[src/logic/lane_ctrl_pkg.sv]
`default_nettype none

package lane_ctrl_pkg;

    // Instruction types as the issue stage encodes them
    typedef enum logic [2:0] {
        NORMAL        = 3'd0,
        REDUCTION     = 3'd1,
        STORE         = 3'd2,
        INDEXED_STORE = 3'd3,
        LOAD          = 3'd4,
        INDEXED_LOAD  = 3'd5,
        SLIDE         = 3'd6
    } inst_type_e;

    // Element width seen by the address counters and enable generator
    typedef enum logic [1:0] {
        EW_BYTE = 2'd0,
        EW_HALF = 2'd1,
        EW_WORD = 2'd2
    } elem_width_e;

    // Write width as it arrives on the port, code 0 unused
    typedef enum logic [1:0] {
        WS_BYTE = 2'd1,
        WS_HALF = 2'd2,
        WS_WORD = 2'd3
    } write_sew_e;

    localparam int BYTES_PER_WORD = 4;      // Byte enables per lane

    function automatic elem_width_e sew_to_width(input write_sew_e sew);
        case (sew)
            WS_BYTE: return EW_BYTE;
            WS_HALF: return EW_HALF;
            default: return EW_WORD;
        endcase
    endfunction

    // Position of the last element inside one 32-bit word
    function automatic logic [1:0] last_elem(input elem_width_e width);
        case (width)
            EW_BYTE: return 2'd3;
            EW_HALF: return 2'd1;
            default: return 2'd0;
        endcase
    endfunction

endpackage

`default_nettype wire
[src/logic/partial_sublane_driver.sv]
`timescale 1ns/1ps
`default_nettype none

module partial_sublane_driver #(
    parameter int  VLANE_NUM       = 8,
    parameter int  MAX_VL_PER_LANE = 256,
    parameter int  MEM_DEPTH       = 512,
    localparam int VL_W            = $clog2(VLANE_NUM * MAX_VL_PER_LANE),
    localparam int DLY_W           = $clog2(MAX_VL_PER_LANE),
    localparam int ADDR_W          = $clog2(MEM_DEPTH),
    localparam int BWEN_W          = VLANE_NUM * lane_ctrl_pkg::BYTES_PER_WORD
) (
    input  wire                             clk_i,
    input  wire                             rst_i,
    input  wire                             start_i,
    input  wire lane_ctrl_pkg::inst_type_e  inst_type_i,
    input  wire        [VL_W-1:0]           vl_i,
    input  wire lane_ctrl_pkg::elem_width_e vsew_i,
    input  wire lane_ctrl_pkg::write_sew_e  vrf_write_sew_i,
    input  wire        [DLY_W-1:0]          inst_delay_i,
    input  wire                             vector_mask_i,
    input  wire        [ADDR_W-1:0]         vrf_starting_waddr_i,
    input  wire        [ADDR_W-1:0]         vrf_starting_raddr0_i,
    input  wire        [ADDR_W-1:0]         vrf_starting_raddr1_i,
    input  wire        [ADDR_W-1:0]         vrf_starting_raddr2_i,
    output logic                            ready_o,
    output logic       [ADDR_W-1:0]         vrf_waddr_o,
    output logic       [ADDR_W-1:0]         vrf_raddr0_o,
    output logic       [ADDR_W-1:0]         vrf_raddr1_o,
    output logic       [ADDR_W-1:0]         vrf_raddr2_o,
    output logic       [BWEN_W-1:0]         vrf_bwen_o,
    output logic       [DLY_W-1:0]          vmrf_addr_o,
    output logic                            vmrf_wen_o,
    output logic       [VLANE_NUM-1:0]      read_data_valid_o,
    output logic                            store_data_valid_o,
    output logic                            store_load_index_valid_o
);

    logic                       addr_load;
    logic                       raddr_en;
    logic                       waddr_en;
    logic                       bwen_en;
    logic                       vl_load;
    logic                       vl_shift;
    lane_ctrl_pkg::elem_width_e rd_width;
    lane_ctrl_pkg::elem_width_e wr_width;
    logic [VL_W-1:0]            vl;
    logic [ADDR_W-1:0]          start_waddr;
    logic [ADDR_W-1:0]          start_raddr0;
    logic [ADDR_W-1:0]          start_raddr1;
    logic [ADDR_W-1:0]          start_raddr2;

    //////////////////////////////
    // Control
    //////////////////////////////
    sublane_sequencer #(
        .VLANE_NUM(VLANE_NUM),
        .MAX_VL_PER_LANE(MAX_VL_PER_LANE),
        .MEM_DEPTH(MEM_DEPTH)
    ) u_seq (
        .clk_i(clk_i),
        .rst_i(rst_i),
        .start_i(start_i),
        .inst_type_i(inst_type_i),
        .vl_i(vl_i),
        .vsew_i(vsew_i),
        .vrf_write_sew_i(vrf_write_sew_i),
        .inst_delay_i(inst_delay_i),
        .vector_mask_i(vector_mask_i),
        .vrf_starting_waddr_i(vrf_starting_waddr_i),
        .vrf_starting_raddr0_i(vrf_starting_raddr0_i),
        .vrf_starting_raddr1_i(vrf_starting_raddr1_i),
        .vrf_starting_raddr2_i(vrf_starting_raddr2_i),
        .ready_o(ready_o),
        .addr_load_o(addr_load),
        .raddr_en_o(raddr_en),
        .waddr_en_o(waddr_en),
        .rd_width_o(rd_width),
        .wr_width_o(wr_width),
        .bwen_en_o(bwen_en),
        .vl_load_o(vl_load),
        .vl_shift_o(vl_shift),
        .vmrf_addr_o(vmrf_addr_o),
        .vmrf_wen_o(vmrf_wen_o),
        .store_data_valid_o(store_data_valid_o),
        .store_load_index_valid_o(store_load_index_valid_o),
        .vl_o(vl),
        .start_waddr_o(start_waddr),
        .start_raddr0_o(start_raddr0),
        .start_raddr1_o(start_raddr1),
        .start_raddr2_o(start_raddr2)
    );

    //////////////////////////////
    // Address generation
    //////////////////////////////
    vrf_addr_counter #(
        .MEM_DEPTH(MEM_DEPTH)
    ) u_waddr_cnt (
        .clk_i(clk_i),
        .rst_i(rst_i),
        .load_i(addr_load),
        .start_addr_i(start_waddr),
        .en_i(waddr_en),
        .width_i(wr_width),
        .addr_o(vrf_waddr_o)
    );

    // Operand ports 0 to 2 share the same read stream
    vrf_addr_counter #(
        .MEM_DEPTH(MEM_DEPTH)
    ) u_raddr_cnt [2:0] (
        .clk_i(clk_i),
        .rst_i(rst_i),
        .load_i(addr_load),
        .start_addr_i({start_raddr2, start_raddr1, start_raddr0}),
        .en_i(raddr_en),
        .width_i(rd_width),
        .addr_o({vrf_raddr2_o, vrf_raddr1_o, vrf_raddr0_o})
    );

    byte_write_enable_gen #(
        .VLANE_NUM(VLANE_NUM)
    ) u_bwen_gen (
        .clk_i(clk_i),
        .rst_i(rst_i),
        .en_i(bwen_en),
        .width_i(wr_width),
        .bwen_o(vrf_bwen_o)
    );

    lane_valid_tracker #(
        .VLANE_NUM(VLANE_NUM),
        .MAX_VL_PER_LANE(MAX_VL_PER_LANE)
    ) u_valid_trk (
        .clk_i(clk_i),
        .rst_i(rst_i),
        .load_i(vl_load),
        .vl_i(vl),
        .shift_i(vl_shift),
        .valid_o(read_data_valid_o)
    );

endmodule

`default_nettype wire

[src/logic/sublane_sequencer.sv]
`timescale 1ns/1ps
`default_nettype none

module sublane_sequencer #(
    parameter int  VLANE_NUM       = 8,
    parameter int  MAX_VL_PER_LANE = 256,
    parameter int  MEM_DEPTH       = 512,
    localparam int VL_W            = $clog2(VLANE_NUM * MAX_VL_PER_LANE),
    localparam int DLY_W           = $clog2(MAX_VL_PER_LANE),
    localparam int ADDR_W          = $clog2(MEM_DEPTH)
) (
    input  wire                             clk_i,
    input  wire                             rst_i,
    input  wire                             start_i,
    input  wire lane_ctrl_pkg::inst_type_e  inst_type_i,
    input  wire        [VL_W-1:0]           vl_i,
    input  wire lane_ctrl_pkg::elem_width_e vsew_i,
    input  wire lane_ctrl_pkg::write_sew_e  vrf_write_sew_i,
    input  wire        [DLY_W-1:0]          inst_delay_i,
    input  wire                             vector_mask_i,
    input  wire        [ADDR_W-1:0]         vrf_starting_waddr_i,
    input  wire        [ADDR_W-1:0]         vrf_starting_raddr0_i,
    input  wire        [ADDR_W-1:0]         vrf_starting_raddr1_i,
    input  wire        [ADDR_W-1:0]         vrf_starting_raddr2_i,
    output logic                            ready_o,
    output logic                            addr_load_o,
    output logic                            raddr_en_o,
    output logic                            waddr_en_o,
    output lane_ctrl_pkg::elem_width_e      rd_width_o,
    output lane_ctrl_pkg::elem_width_e      wr_width_o,
    output logic                            bwen_en_o,
    output logic                            vl_load_o,
    output logic                            vl_shift_o,
    output logic       [DLY_W-1:0]          vmrf_addr_o,
    output logic                            vmrf_wen_o,
    output logic                            store_data_valid_o,
    output logic                            store_load_index_valid_o,
    output logic       [VL_W-1:0]           vl_o,
    output logic       [ADDR_W-1:0]         start_waddr_o,
    output logic       [ADDR_W-1:0]         start_raddr0_o,
    output logic       [ADDR_W-1:0]         start_raddr1_o,
    output logic       [ADDR_W-1:0]         start_raddr2_o
);

    localparam int LEN_W   = DLY_W + 1;             // L up to MAX_VL_PER_LANE
    localparam int CNT_W   = DLY_W + 2;             // Delay plus L
    localparam int LANE_SH = $clog2(VLANE_NUM);

    typedef enum logic [1:0] {IDLE, START, READ, WRITE} state_e;

    state_e                     state_q;
    state_e                     state_d;
    logic [CNT_W-1:0]           cnt_q;              // Cycle within the phase
    logic [DLY_W-1:0]           vmrf_cnt_q;
    lane_ctrl_pkg::inst_type_e  inst_type_q;
    lane_ctrl_pkg::elem_width_e vsew_q;
    lane_ctrl_pkg::write_sew_e  wsew_q;
    logic [LEN_W-1:0]           len_q;              // Element groups per lane
    logic [DLY_W-1:0]           delay_q;
    logic                       mask_q;
    logic                       accept;
    logic                       read_last;
    logic                       write_last;
    logic                       is_store;

    //////////////////////////////
    // Instruction capture
    //////////////////////////////
    assign accept = ready_o && start_i;

    always_ff @(posedge clk_i) begin
        if (accept) begin
            inst_type_q    <= inst_type_i;
            vsew_q         <= vsew_i;
            wsew_q         <= vrf_write_sew_i;
            delay_q        <= inst_delay_i;
            mask_q         <= vector_mask_i;
            vl_o           <= vl_i;
            // ceil(vl / VLANE_NUM)
            len_q          <= LEN_W'(vl_i >> LANE_SH) + LEN_W'(|vl_i[LANE_SH-1:0]);
            start_waddr_o  <= vrf_starting_waddr_i;
            start_raddr0_o <= vrf_starting_raddr0_i;
            start_raddr1_o <= vrf_starting_raddr1_i;
            start_raddr2_o <= vrf_starting_raddr2_i;
        end
    end

    //////////////////////////////
    // FSM and counters
    //////////////////////////////
    assign read_last  = (cnt_q == CNT_W'(len_q) - CNT_W'(1));
    assign write_last = (cnt_q == CNT_W'(delay_q) + CNT_W'(len_q) - CNT_W'(1));

    always_comb begin
        state_d = state_q;
        case (state_q)
            IDLE: begin
                if (accept) begin
                    state_d = START;
                end
            end
            START: begin
                state_d = READ;     // Counters and tracker load here
            end
            READ: begin
                if (read_last) begin
                    state_d = (inst_type_q == lane_ctrl_pkg::NORMAL) ? WRITE : IDLE;
                end
            end
            WRITE: begin
                if (write_last) begin
                    state_d = IDLE;
                end
            end
            default: begin
                state_d = IDLE;
            end
        endcase
    end

    always_ff @(posedge clk_i) begin
        if (!rst_i) begin
            state_q    <= IDLE;
            cnt_q      <= '0;
            vmrf_cnt_q <= '0;
        end else begin
            state_q <= state_d;
            if (state_d != state_q) begin
                cnt_q <= '0;        // Each phase counts from zero
            end else if (state_q == READ || state_q == WRITE) begin
                cnt_q <= cnt_q + CNT_W'(1);
            end
            if (state_q == START) begin
                vmrf_cnt_q <= '0;
            end else if (waddr_en_o) begin
                vmrf_cnt_q <= vmrf_cnt_q + DLY_W'(1);
            end
        end
    end

    //////////////////////////////
    // Phase outputs
    //////////////////////////////
    assign ready_o     = (state_q == IDLE);
    assign addr_load_o = (state_q == START);
    assign vl_load_o   = (state_q == START);
    assign raddr_en_o  = (state_q == READ);
    assign vl_shift_o  = raddr_en_o;
    // Write phase waits inst_delay cycles after the read phase
    assign waddr_en_o  = (state_q == WRITE) && (cnt_q >= CNT_W'(delay_q));
    assign bwen_en_o   = waddr_en_o;

    assign is_store   = (inst_type_q == lane_ctrl_pkg::STORE);
    assign rd_width_o = is_store ? lane_ctrl_pkg::EW_WORD : vsew_q;  // Stores move whole words
    assign wr_width_o = lane_ctrl_pkg::sew_to_width(wsew_q);

    assign vmrf_addr_o = vmrf_cnt_q;
    assign vmrf_wen_o  = waddr_en_o && mask_q;

    assign store_data_valid_o = raddr_en_o
        && (is_store || inst_type_q == lane_ctrl_pkg::INDEXED_STORE);
    assign store_load_index_valid_o = raddr_en_o
        && (inst_type_q == lane_ctrl_pkg::INDEXED_STORE
            || inst_type_q == lane_ctrl_pkg::INDEXED_LOAD);

    // Only the four streamed types run here, and an empty vector would never finish
    a_accept_supported: assert property (
        @(posedge clk_i) disable iff (!rst_i)
        accept |-> (inst_type_i inside {lane_ctrl_pkg::NORMAL, lane_ctrl_pkg::STORE,
                                        lane_ctrl_pkg::INDEXED_STORE,
                                        lane_ctrl_pkg::INDEXED_LOAD})
                   && (vl_i != '0)
    ) else $error("sublane_sequencer: unsupported instruction accepted");

endmodule

`default_nettype wire

[src/logic/lane_valid_tracker.sv]
`timescale 1ns/1ps
`default_nettype none

module lane_valid_tracker #(
    parameter int  VLANE_NUM       = 8,
    parameter int  MAX_VL_PER_LANE = 256,
    localparam int VL_W            = $clog2(VLANE_NUM * MAX_VL_PER_LANE)
) (
    input  wire                  clk_i,
    input  wire                  rst_i,
    input  wire                  load_i,
    input  wire  [VL_W-1:0]      vl_i,
    input  wire                  shift_i,
    output logic [VLANE_NUM-1:0] valid_o
);

    logic [VL_W-1:0] remain_q;  // Elements not yet read

    always_ff @(posedge clk_i) begin
        if (!rst_i) begin
            remain_q <= '0;
        end else if (load_i) begin
            remain_q <= vl_i;
        end else if (shift_i) begin
            if (remain_q > VL_W'(VLANE_NUM)) begin
                remain_q <= remain_q - VL_W'(VLANE_NUM);
            end else begin
                remain_q <= '0;     // Last group
            end
        end
    end

    // Thermometer of the remaining count
    always_comb begin
        for (int j = 0; j < VLANE_NUM; j++) begin
            valid_o[j] = shift_i && (VL_W'(j) < remain_q);
        end
    end

    a_shift_with_data: assert property (
        @(posedge clk_i) disable iff (!rst_i)
        shift_i |-> (remain_q != '0)
    ) else $error("lane_valid_tracker: read group past the vector length");

endmodule

`default_nettype wire

[src/logic/byte_write_enable_gen.sv]
`timescale 1ns/1ps
`default_nettype none

module byte_write_enable_gen #(
    parameter int  VLANE_NUM = 8,
    localparam int BW        = lane_ctrl_pkg::BYTES_PER_WORD
) (
    input  wire                             clk_i,
    input  wire                             rst_i,
    input  wire                             en_i,
    input  wire lane_ctrl_pkg::elem_width_e width_i,
    output logic       [VLANE_NUM*BW-1:0]   bwen_o
);

    logic [BW-1:0] shift4_q;    // One-hot byte pointer
    logic [1:0]    shift2_q;    // Halfword pointer
    logic [BW-1:0] pattern;

    always_ff @(posedge clk_i) begin
        if (!rst_i) begin
            shift4_q <= BW'(1);
            shift2_q <= 2'b01;
        end else if (en_i) begin
            shift4_q <= {shift4_q[BW-2:0], shift4_q[BW-1]};
            shift2_q <= {shift2_q[0], shift2_q[1]};
        end else begin
            // Next write starts at byte 0 again
            shift4_q <= BW'(1);
            shift2_q <= 2'b01;
        end
    end

    always_comb begin
        case (width_i)
            lane_ctrl_pkg::EW_BYTE: pattern = shift4_q;
            lane_ctrl_pkg::EW_HALF: pattern = {{2{shift2_q[1]}}, {2{shift2_q[0]}}};
            lane_ctrl_pkg::EW_WORD: pattern = '1;
            default:                pattern = '0;
        endcase
    end

    // Every lane writes the same bytes
    assign bwen_o = en_i ? {VLANE_NUM{pattern}} : '0;

endmodule

`default_nettype wire

[src/logic/vrf_addr_counter.sv]
`timescale 1ns/1ps
`default_nettype none

module vrf_addr_counter #(
    parameter int  MEM_DEPTH = 512,
    localparam int ADDR_W    = $clog2(MEM_DEPTH)
) (
    input  wire                             clk_i,
    input  wire                             rst_i,
    input  wire                             load_i,
    input  wire        [ADDR_W-1:0]         start_addr_i,
    input  wire                             en_i,
    input  wire lane_ctrl_pkg::elem_width_e width_i,
    output logic       [ADDR_W-1:0]         addr_o
);

    logic [1:0] elem_q;     // Element slot inside the current word

    always_ff @(posedge clk_i) begin
        if (!rst_i) begin
            elem_q <= '0;
            addr_o <= '0;
        end else if (load_i) begin
            elem_q <= '0;
            addr_o <= start_addr_i;
        end else if (en_i) begin
            if (elem_q == lane_ctrl_pkg::last_elem(width_i)) begin
                elem_q <= '0;
                addr_o <= addr_o + ADDR_W'(1);  // Word used up
            end else begin
                elem_q <= elem_q + 2'd1;
            end
        end
    end

    // Load happens in the start cycle, counting only in a phase
    a_no_load_while_counting: assert property (
        @(posedge clk_i) disable iff (!rst_i)
        !(load_i && en_i)
    ) else $error("vrf_addr_counter: load and count requested together");

endmodule

`default_nettype wire

[config.mk]
export PLATFORM = sky130hd
export DESIGN_NAME = partial_sublane_driver
export DESIGN_NICKNAME = d
export VERILOG_FILES = /design/src/logic/lane_ctrl_pkg.sv /design/src/logic/partial_sublane_driver.sv /design/src/logic/sublane_sequencer.sv /design/src/logic/lane_valid_tracker.sv /design/src/logic/byte_write_enable_gen.sv /design/src/logic/vrf_addr_counter.sv
export SDC_FILE = /design/constraint.sdc
export NUM_CORES = 1
export LEC_CHECK = 0
export BUFFER_PORTS_ARGS = -buffer_cell sky130_fd_sc_hd__buf_4
export CAP_MARGIN = 20
export CORE_UTILIZATION = 56
export CTS_CLUSTER_SIZE = 14
export DETAILED_ROUTE_END_ITERATION = 10
export PLACE_DENSITY = 0.8
export SYNTH_ARGS = -nofsm -noshare
export SYNTH_HDL_FRONTEND = slang
export SYNTH_SLANG_ARGS = --single-unit
[constraint.sdc]
create_clock -name clk_i -period 3.4 [get_ports clk_i]
set_clock_uncertainty 0.15 [all_clocks]
set_input_delay 0.34 -clock clk_i [delete_from_list [all_inputs] [get_ports clk_i]]
set_output_delay 0.34 -clock clk_i [all_outputs]
set_load 0.05 [all_outputs]
=== After elaboration in Yosys (flattened, before gate mapping) ===
Cells that the tools add are included.

* Output and inout bits: 88
* Input bits: 66
* Word-level logic and storage cells: 139
* Bits in registers: 153

* Order comparisons: 10
* Add/subtract/negate cells: 15
* Multiplexer cells: 36
* Reductions and logical operators: 34
* Bitwise operators: 1
* Equality and inequality tests: 18

{| class="wikitable"
|+ Operator list
! operator !! number
|-
| $mux 9 || 12
|-
| $lt 3x11->1 const A || 4
|-
| $add 9x1->9 const B || 4
|-
| $mux 11 || 3
|-
| $mux 32 || 1
|-
| $mux 2 || 15
|-
| $lt 1x11->1 const A || 2
|-
| $lt 2x11->1 const A || 2
|-
| $eq 10x10->1 || 2
|-
| $logic_and 1x1->1 || 13
|-
| $pmux 2 s2 || 3
|-
| $pmux 4 s3 || 1
|-
| $reduce_bool 2->1 || 6
|-
| $gt 11x4->1 const B || 1
|-
| $sub 11x4->11 const B || 1
|-
| $add 10x1->10 const B || 1
|-
| $add 8x9->10 || 1
|-
| $ge 10x8->1 || 1
|-
| $reduce_and 2->1 || 5
|-
| $sub 10x1->10 const B || 1
|-
| $sub 9x1->10 const B || 1
|-
| $add 8x1->9 || 1
|-
| $add 2x1->2 const B || 4
|-
| $add 8x1->8 const B || 1
|-
| 13 further kinds || 28
|}

=== Longest topological paths before layout ===
Gate-level depths: netlist of run 1.

* Depth after elaboration: 11
* Depth in mapped cells: 14
* Mapped depth without buffers: 13

=== Modules after synthesis ===
Synthesis of run 1 repeated with hierarchy kept, for this count alone.

* Cell total of the unflattened synthesis: 836
* Area total of the unflattened synthesis: 8311.7 sq um

{| class="wikitable"
|+ By module, submodules not included
! module !! seq. area each (sq um) !! instances !! area each (sq um) !! cells an instance
|-
| sublane_sequencer || 2562.5 || 1 || 4642.0 || 393
|-
| vrf_addr_counter || 220.2 || 4 || 613.1 || 73
|-
| lane_valid_tracker || 220.2 || 1 || 785.8 || 100
|-
| byte_write_enable_gen || 120.1 || 1 || 431.7 || 51
|}

=== Worst setup path before layout of run 1 ===
No wires, ideal clock.

* Path type: reg2out
* Start point: register u_seq.cnt_q[0]
* End point: output port vrf_bwen_o[10]
* Path buffers: 2
* Cell stages (with the launch flop): 11
* Arrival: 3.053 ns
* Setup slack: -0.143 ns
* Cells stage by stage: dfxtp_1 inv_1 ha_1 nand2b_1 a21o_1 a21oi_1 o211a_1 or2_2 clkbuf_1 a21oi_1 buf_4

* Word-level cells in the longest chain between the ends: 3

{| class="wikitable"
|+ Ends and longest elaborated chain
! element !! line !! source
|-
| start: declaration || sublane_sequencer.sv:53 || <nowiki>logic [CNT_W-1:0] cnt_q;</nowiki>
|-
| start signal: assignment || sublane_sequencer.sv:131 || <nowiki>cnt_q <= cnt_q + CNT_W'(1);</nowiki>
|-
| $ge 10x8->1 || sublane_sequencer.sv:150 || <nowiki>assign waddr_en_o = (state_q == WRITE) && (cnt_q >= CNT_W'(delay_q));</nowiki>
|-
| $logic_and 1x1->1 || sublane_sequencer.sv:150 ||
|-
| $mux 32 || byte_write_enable_gen.sv:43 || <nowiki>assign bwen_o = en_i ? {VLANE_NUM{pattern}} : '0;</nowiki>
|-
| end: declaration || partial_sublane_driver.sv:31 || <nowiki>output logic [BWEN_W-1:0] vrf_bwen_o,</nowiki>
|}

Every way passes these cells.

=== Worst setup path in the final report of run 1 ===
* Start point: register u_seq.cnt_q[0]
* End point: output port vrf_bwen_o[25]

Same word-level chain as after synthesis.

==> run summary, run 1 <==
Main synth FF type = dfxtp_1
most frequent cells in the layout = buf_4, dfxtp_1, nor2_1, a21oi_1, edfxtp_1
Tmin final = 3.43 ns
Die Span X = 123 µm
Final ANT Viol Nets = 0
die height = 123 µm
total power = 0.00813 W
max-cap viol count = 0
FF-to-FF setup slack = 0.20 ns
Avg Cell Area, Syn = 9.44 µm²
Setup crit end kind = output port
measured slew at the worst slew-check pin = 0.616 ns
via count = 7104
failing checks = negative setup slack
Rows = 43
routed len/inst = 16.3 µm
initial antenna violation count = 0
First DRT Iteration DRCs = 558
P&R area growth vs syn = 28.8%
path type of the worst min-delay path = input pin to flip-flop
GR Util All Layers = 0.271
hpwl dp = 13100 µm
Placer Congestion = 0.906
P_leak = 4.27 nW
Slew Limit Fails = 0
FF-to-FF Start = u_seq.len_q[1]
postcts setup bufs = 0
Post-Syn Area = 0.00823 mm²
antenna fix cells = 0
Crit path max-delay family = compound AO/OA/AOI/OAI gates
Final #Nets = 1159
Num CTS Buffers = 17
detailed-route DRC error count = 0
clock sink count = 153
H-tree levels = 4
TNS Setup = -0.429 ns
CP Max Fanout = 11
DRT Wirelength = 20300 µm
reg2reg end = u_seq.cnt_q[9]
Power Density = 767 mW/mm²
Core ar. = 0.0141 mm²
CP endpoint = vrf_bwen_o[25]
Cell variety after synth = 62
DR vias/cell = 5.72
ratio of cells with drive above 1 in the final layout = 0.224
Critical Path Stages = 9
Crit Path Class = flip-flop to output port
clock buffer depth = 2
Fmax = 292 MHz
Worst setup SP type = flip-flop
TritonCTS clock tree = yes
Clk Latency, worst-skew pair = 0.42 ns
full die area = 0.0152 mm²
slew margin rel. = 0.587
vias in the first global route = 6625
IO buf count = 153
DR pass1 iterations = 5
RSZ-0062 raised after global routing = true
Req. time, crit path = 2.91 ns
cells along the critical path = inv_1, ha_1, nand2b_1, a21o_1, a21oi_1, o211a_1, or2_2, a21oi_1, buf_4
io pins = 154
worst path buffer plus inverter count = 2
initial core utilization = 0.584
met3 wire len = 1060 µm
crit-path max cell delay = 0.46 ns
Seq/Total Area, Yosys = 0.460
synthesized instance count = 872
Worst Setup SP = u_seq.cnt_q[0]
Slowest-stage cell, CP = a21oi_1
Crit path top cell by count = a21oi_1
number of enable flip-flop cells after synthesis = 72
status = finished, violations left
commonest non-fill, non-tap cell in the layout = buf_4
clk slew on worst S/H paths = 0.06 ns
fraction of registers with async set/reset = 0
final setup margin = -0.0264 ns
final hold vios = 0
grt ovf = 0
Root Buffer = clkbuf_16
Reg2Reg Depth = 14
Metal-1 WL = 8660 µm
YS warnings = 0
Setup violations, final = 24
Final Cycle Share = 1.01
met2 routed WL = 10300 µm
first-pass GRT wire length = 31900 µm
largest net degree at the start of global routing = 73
Place WS = 0.277 ns
Arr. time, crit path = 2.94 ns
Syn Nets = 981
#FFs+latches synth = 153
DR top layer = met4
Max IR drop VDD = 663 µV
worst min-delay path by stage:
| stage | start | to | slack [ns] | cells past startpoint |
|---|---|---|---|---|
| final | start_i | u_seq.state_q[1] | 0.13 | 4 |
| after global routing | start_i | u_seq.state_q[1] | 0.15 | 4 |
| after CTS | start_i | u_seq.state_q[1] | 0.11 | 4 |
| after detailed placement | u_bwen_gen.shift4_q[3] | u_bwen_gen.shift4_q[0] | 0.28 | 1 |
| after global placement | u_bwen_gen.shift4_q[3] | u_bwen_gen.shift4_q[0] | 0.28 | 1 |
| after floorplan | u_bwen_gen.shift4_q[3] | u_bwen_gen.shift4_q[0] | 0.26 | 1 |
cell families (layout without fill, tap and decap cells):
| logic type | Yosys count | in the layout | share of synthesized area |
|---|---|---|---|
| xor gates and xnor gates | 54 | 54 | 0.0574 |
| muxes | 9 | 9 | 0.0112 |
| AOI/OAI and AO/OA | 218 | 218 | 0.171 |
| and+or+nand+nor | 275 | 275 | 0.167 |
| adders and majority gates | 43 | 43 | 0.0663 |
| buffers and inverters | 120 | 311 | 0.0675 |
| DFF | 153 | 153 | 0.460 |
what timing repair did:
| action | CTS | global route |
|---|---|---|
| resized for setup | 0 | 2 |
| pin swaps | 0 | 0 |
| hold endpoints to repair | 63 | 0 |
| setup endpoints to repair | 32 | 33 |
| hold buffers | 63 | 0 |
worst min-delay path, delay by kind of cell:
kind | cells | cell delay [ns]
buffers and inverters | 1 | 0.11
AND/OR/NAND/NOR | 1 | 0.07
AO/OA/AOI/OAI | 2 | 0.12
sequential cells by signal, indices dropped and copies added (netlist names), 3 cells and up:
name,cells
u_raddr_cnt.addr_o,27
u_seq.vl_o,11
u_valid_trk.remain_q,11
u_seq.cnt_q,10
u_seq.len_q,9
u_seq.start_raddr0_o,9
u_seq.start_raddr1_o,9
u_seq.start_raddr2_o,9
u_seq.start_waddr_o,9
u_waddr_cnt.addr_o,9
u_seq.delay_q,8
u_seq.vmrf_addr_o,8
u_raddr_cnt.elem_q,6
u_bwen_gen.shift4_q,4
u_seq.inst_type_q,3
where the power goes:
part           switching (W)  internal, W
Combinational        0.00231      0.00129
Clock               0.000736      0.00114
Sequential          0.000304      0.00236
Total                0.00335      0.00479
final cells by class:
| type | instances | area, µm² |
|---|---|---|
| multi-input cells | 599 | 3920 |
| flip-flops and latches | 153 | 3780 |
| fillers | 992 | 3490 |
| repair buffers | 232 | 1910 |
| clock buffers | 21 | 470 |
| well taps | 180 | 225 |
| inverters | 47 | 176 |
| clock inverters | 11 | 120 |
through the flow:
step	std cells	util	hold WS (ns)	cell area (µm²)
floorplan	872	-	0.265	8240
global placement	1148	0.665	0.278	9380
detailed placement	1148	0.665	0.282	9380
CTS	1243	0.752	0.112	10600
global route	1243	0.752	0.145	10600
finish	1243	0.752	0.127	10600
cell usage after synthesis, types with 7 or more instances:
master,instances,area share
xnor2_1,40,0.043
clkbuf_1,41,0.019
or2_2,17,0.013
and3_1,20,0.015
a21oi_1,80,0.049
buf_4,28,0.026
nand2_1,48,0.022
a211oi_1,7,0.0064
nand3_1,33,0.020
dfxtp_1,81,0.20
a22oi_1,13,0.012
nor2_1,81,0.037
nor4_1,13,0.0099
a31oi_1,7,0.0053
inv_1,46,0.021
nor3_1,20,0.012
o211ai_1,15,0.014
edfxtp_1,72,0.26
mux2i_1,7,0.0085
xor2_1,14,0.015
ha_1,42,0.064
o21ai_0,40,0.024
routing by layer:
layer	up-vias	global-route usage
li1	3486	-
met2	248	0.468
met1	3344	0.336
met3	26	0.0563
met5	-	0
met4	0	0.0881
Power figures use the tool's default switching activity.
==> run 2, diff against run 1 <==
==> constraint.sdc (replaced) <==
create_clock -name clk_i -period 3.4 [get_ports clk_i]
set_clock_uncertainty 0.15 [all_clocks]
set_input_delay 0.68 -clock clk_i [delete_from_list [all_inputs] [get_ports clk_i]]
set_output_delay 0.68 -clock clk_i [all_outputs]
set_load 0.05 [all_outputs]
==> run summary, run 2 (synthesized netlist as in run 1, its figures left out) <==
hold path cells = 1
io pins = 154
Final Cycle Share = 0.973
die height = 123 µm
Setup crit end kind = output port
TNS Setup = 0 ns
Net Sw Power = 0.00336 W
Num CTS Buffers = 17
Crit Path Class = flip-flop to output port
hold buffers post-CTS = 0
cells along the critical path = inv_1, ha_1, nand2b_1, a21o_1, a21oi_1, o211a_1, or2_4, a21oi_4, buf_12, buf_4
DR pass1 iterations = 5
CP Max Fanout = 11
Slowest-stage cell, CP = dfxtp_2
Comb pwr share = 0.432
Setup violations, final = 0
Root Buffer = clkbuf_16
IO buf count = 153
area of the multi-input gates = 0.00397 mm²
Max IR drop VDD = 682 µV
FF-to-FF setup slack = 0.19 ns
routed len/inst = 16.3 µm
Reg power frac = 0.324
reg2reg end = u_seq.cnt_q[4]
Final ANT Viol Nets = 0
max-cap viol count = 0
crit-path max cell delay = 0.38 ns
register area = 0.00378 mm²
First DRT Iteration DRCs = 559
final hold vios = 0
measured slew at the worst slew-check pin = 0.833 ns
clock buffer depth = 2
clk slew on worst S/H paths = 0.06 ns
TritonCTS clock tree = yes
vias in the first global route = 6234
hold path startpoint = inst_type_i[1]
Final #Nets = 1106
initial antenna violation count = 0
Clk pwr share = 0.244
Top Registers = u_raddr_cnt.addr_o (27), u_seq.vl_o (11), u_valid_trk.remain_q (11)
Worst setup SP type = flip-flop
Int Power = 0.00484 W
antenna fix cells = 0
slew margin rel. = 0.444
Clk Latency, worst-skew pair = 0.42 ns
Rows = 43
Arr. time, crit path = 2.48 ns
Slew Limit Fails = 0
final setup margin = 0.0903 ns
Power Density = 802 mW/mm²
post-layout instance area = 0.0102 mm²
Top reg by flops = u_raddr_cnt.addr_o
most frequent cells in the layout = buf_4, nor2_1, dfxtp_1, a21oi_1, edfxtp_1
full die area = 0.0152 mm²
initial core utilization = 0.584
Sw Ratio = 0.410
Min-Delay Endpoint = u_seq.inst_type_q[1]
status = complete, no violations
Placer Congestion = 0.936
Filler cells = 1061
max reg flops = 27
largest net degree at the start of global routing = 43
Fmax = 302 MHz
first-pass GRT wire length = 30200 µm
clock sink count = 153
via count = 6973
Place WS = 0.260 ns
Reg2Reg Depth = 14
P_leak = 4.10 nW
path type of the worst min-delay path = input pin to flip-flop
ratio of cells with drive above 1 in the final layout = 0.250
commonest non-fill, non-tap cell in the layout = buf_4
hold_ws = 0.281 ns
Die Span X = 123 µm
hpwl dp = 13500 µm
Req. time, crit path = 2.57 ns
H-tree levels = 4
placed cell areas = 0.00943 mm²
Core ar. = 0.0141 mm²
Tmin final = 3.31 ns
DRT Wirelength = 19400 µm
detailed-route DRC error count = 0
grt ovf = 0
P&R area growth vs syn = 24.2%
DR vias/cell = 5.86
GR Util All Layers = 0.258
FF-to-FF Start = u_seq.len_q[1]
[run 2: cell count changes in the layout (fill, tap and decap cells not counted), moves of 2 or more]
| cell | change |
|---|---|
| dlygate4sd3_1 | -63 |
| buf_6 | +19 |
| buf_4 | -11 |
| a21oi_4 | +4 |
| a21oi_1 | -3 |
| clkbuf_8 | -3 |
| inv_6 | +3 |
| buf_12 | +2 |
| bufinv_16 | +2 |
| clkinvlp_4 | -2 |
[run 2: layer usage]
metal | global-route usage | wire length, µm | vias to the layer above
li1 | - | - | 3379
met1 | 0.329 | 8320 | 3336
met5 | 0 | 0 | -
met3 | 0.0572 | 1110 | 19
met4 | 0.0693 | 205 | 0
met2 | 0.441 | 9790 | 239
[run 2: power groups by stage]
stage               registers, W  logic (W)  clock network, W
global placement         0.00267    0.00342                 0
CTS                      0.00265    0.00353           0.00202
global route             0.00270    0.00390           0.00210
finish                   0.00266    0.00354           0.00200
detailed placement       0.00268    0.00348                 0
floorplan                0.00293    0.00229                 0
[run 2: how the worst max path moves through the flow]
stage,start,end,slack (ns),depth (start not counted)
6_report,u_seq.cnt_q[0],vrf_bwen_o[21],0.09,10
5_1_grt,u_seq.cnt_q[0],vrf_bwen_o[28],-0.01,10
2_1_floorplan,u_seq.cnt_q[0],vrf_bwen_o[10],-0.06,10
3_5_place_dp,u_seq.len_q[1],u_seq.cnt_q[1],0.26,14
4_1_cts,u_seq.cnt_q[0],vrf_bwen_o[29],0.006,9
3_3_place_gp,u_seq.len_q[1],u_seq.cnt_q[0],0.25,14
[run 2: worst max-delay path, delay by kind of cell (launching register included)]
kind,cells,cell delay [ns]
AOI/OAI and AO/OA,4,0.58
and+or+nand+nor,2,0.41
DFF,1,0.38
adders and majority gates,1,0.27
buffers and inverters,3,0.42
[run 2: layout make-up]
type | count | area share
Clock inverter | 15 | 0.0188
Sequential cell | 153 | 0.370
Inverter | 47 | 0.0173
Multi-Input combinational cell | 599 | 0.388
Timing Repair Buffer | 179 | 0.142
Clock buffer | 17 | 0.0416
Tap cell | 180 | 0.0220
[run 2: repair_timing]
item                       in CTS  in global routing
pin swaps                       0                  1
cloned                          0                  0
buffers inserted                0                  3
resized for setup               7                 21
setup endpoints to repair      33                 43
[run 2: stage by stage]
| step | utilization | std cells | total power [W] |
|---|---|---|---|
| final | 0.725 | 1190 | 0.00820 |
| after global routing | 0.725 | 1190 | 0.00870 |
| after CTS | 0.716 | 1187 | 0.00820 |
| after detailed placement | 0.669 | 1155 | 0.00616 |
| after global placement | 0.669 | 1155 | 0.00609 |
| after floorplan | - | 872 | 0.00521 |
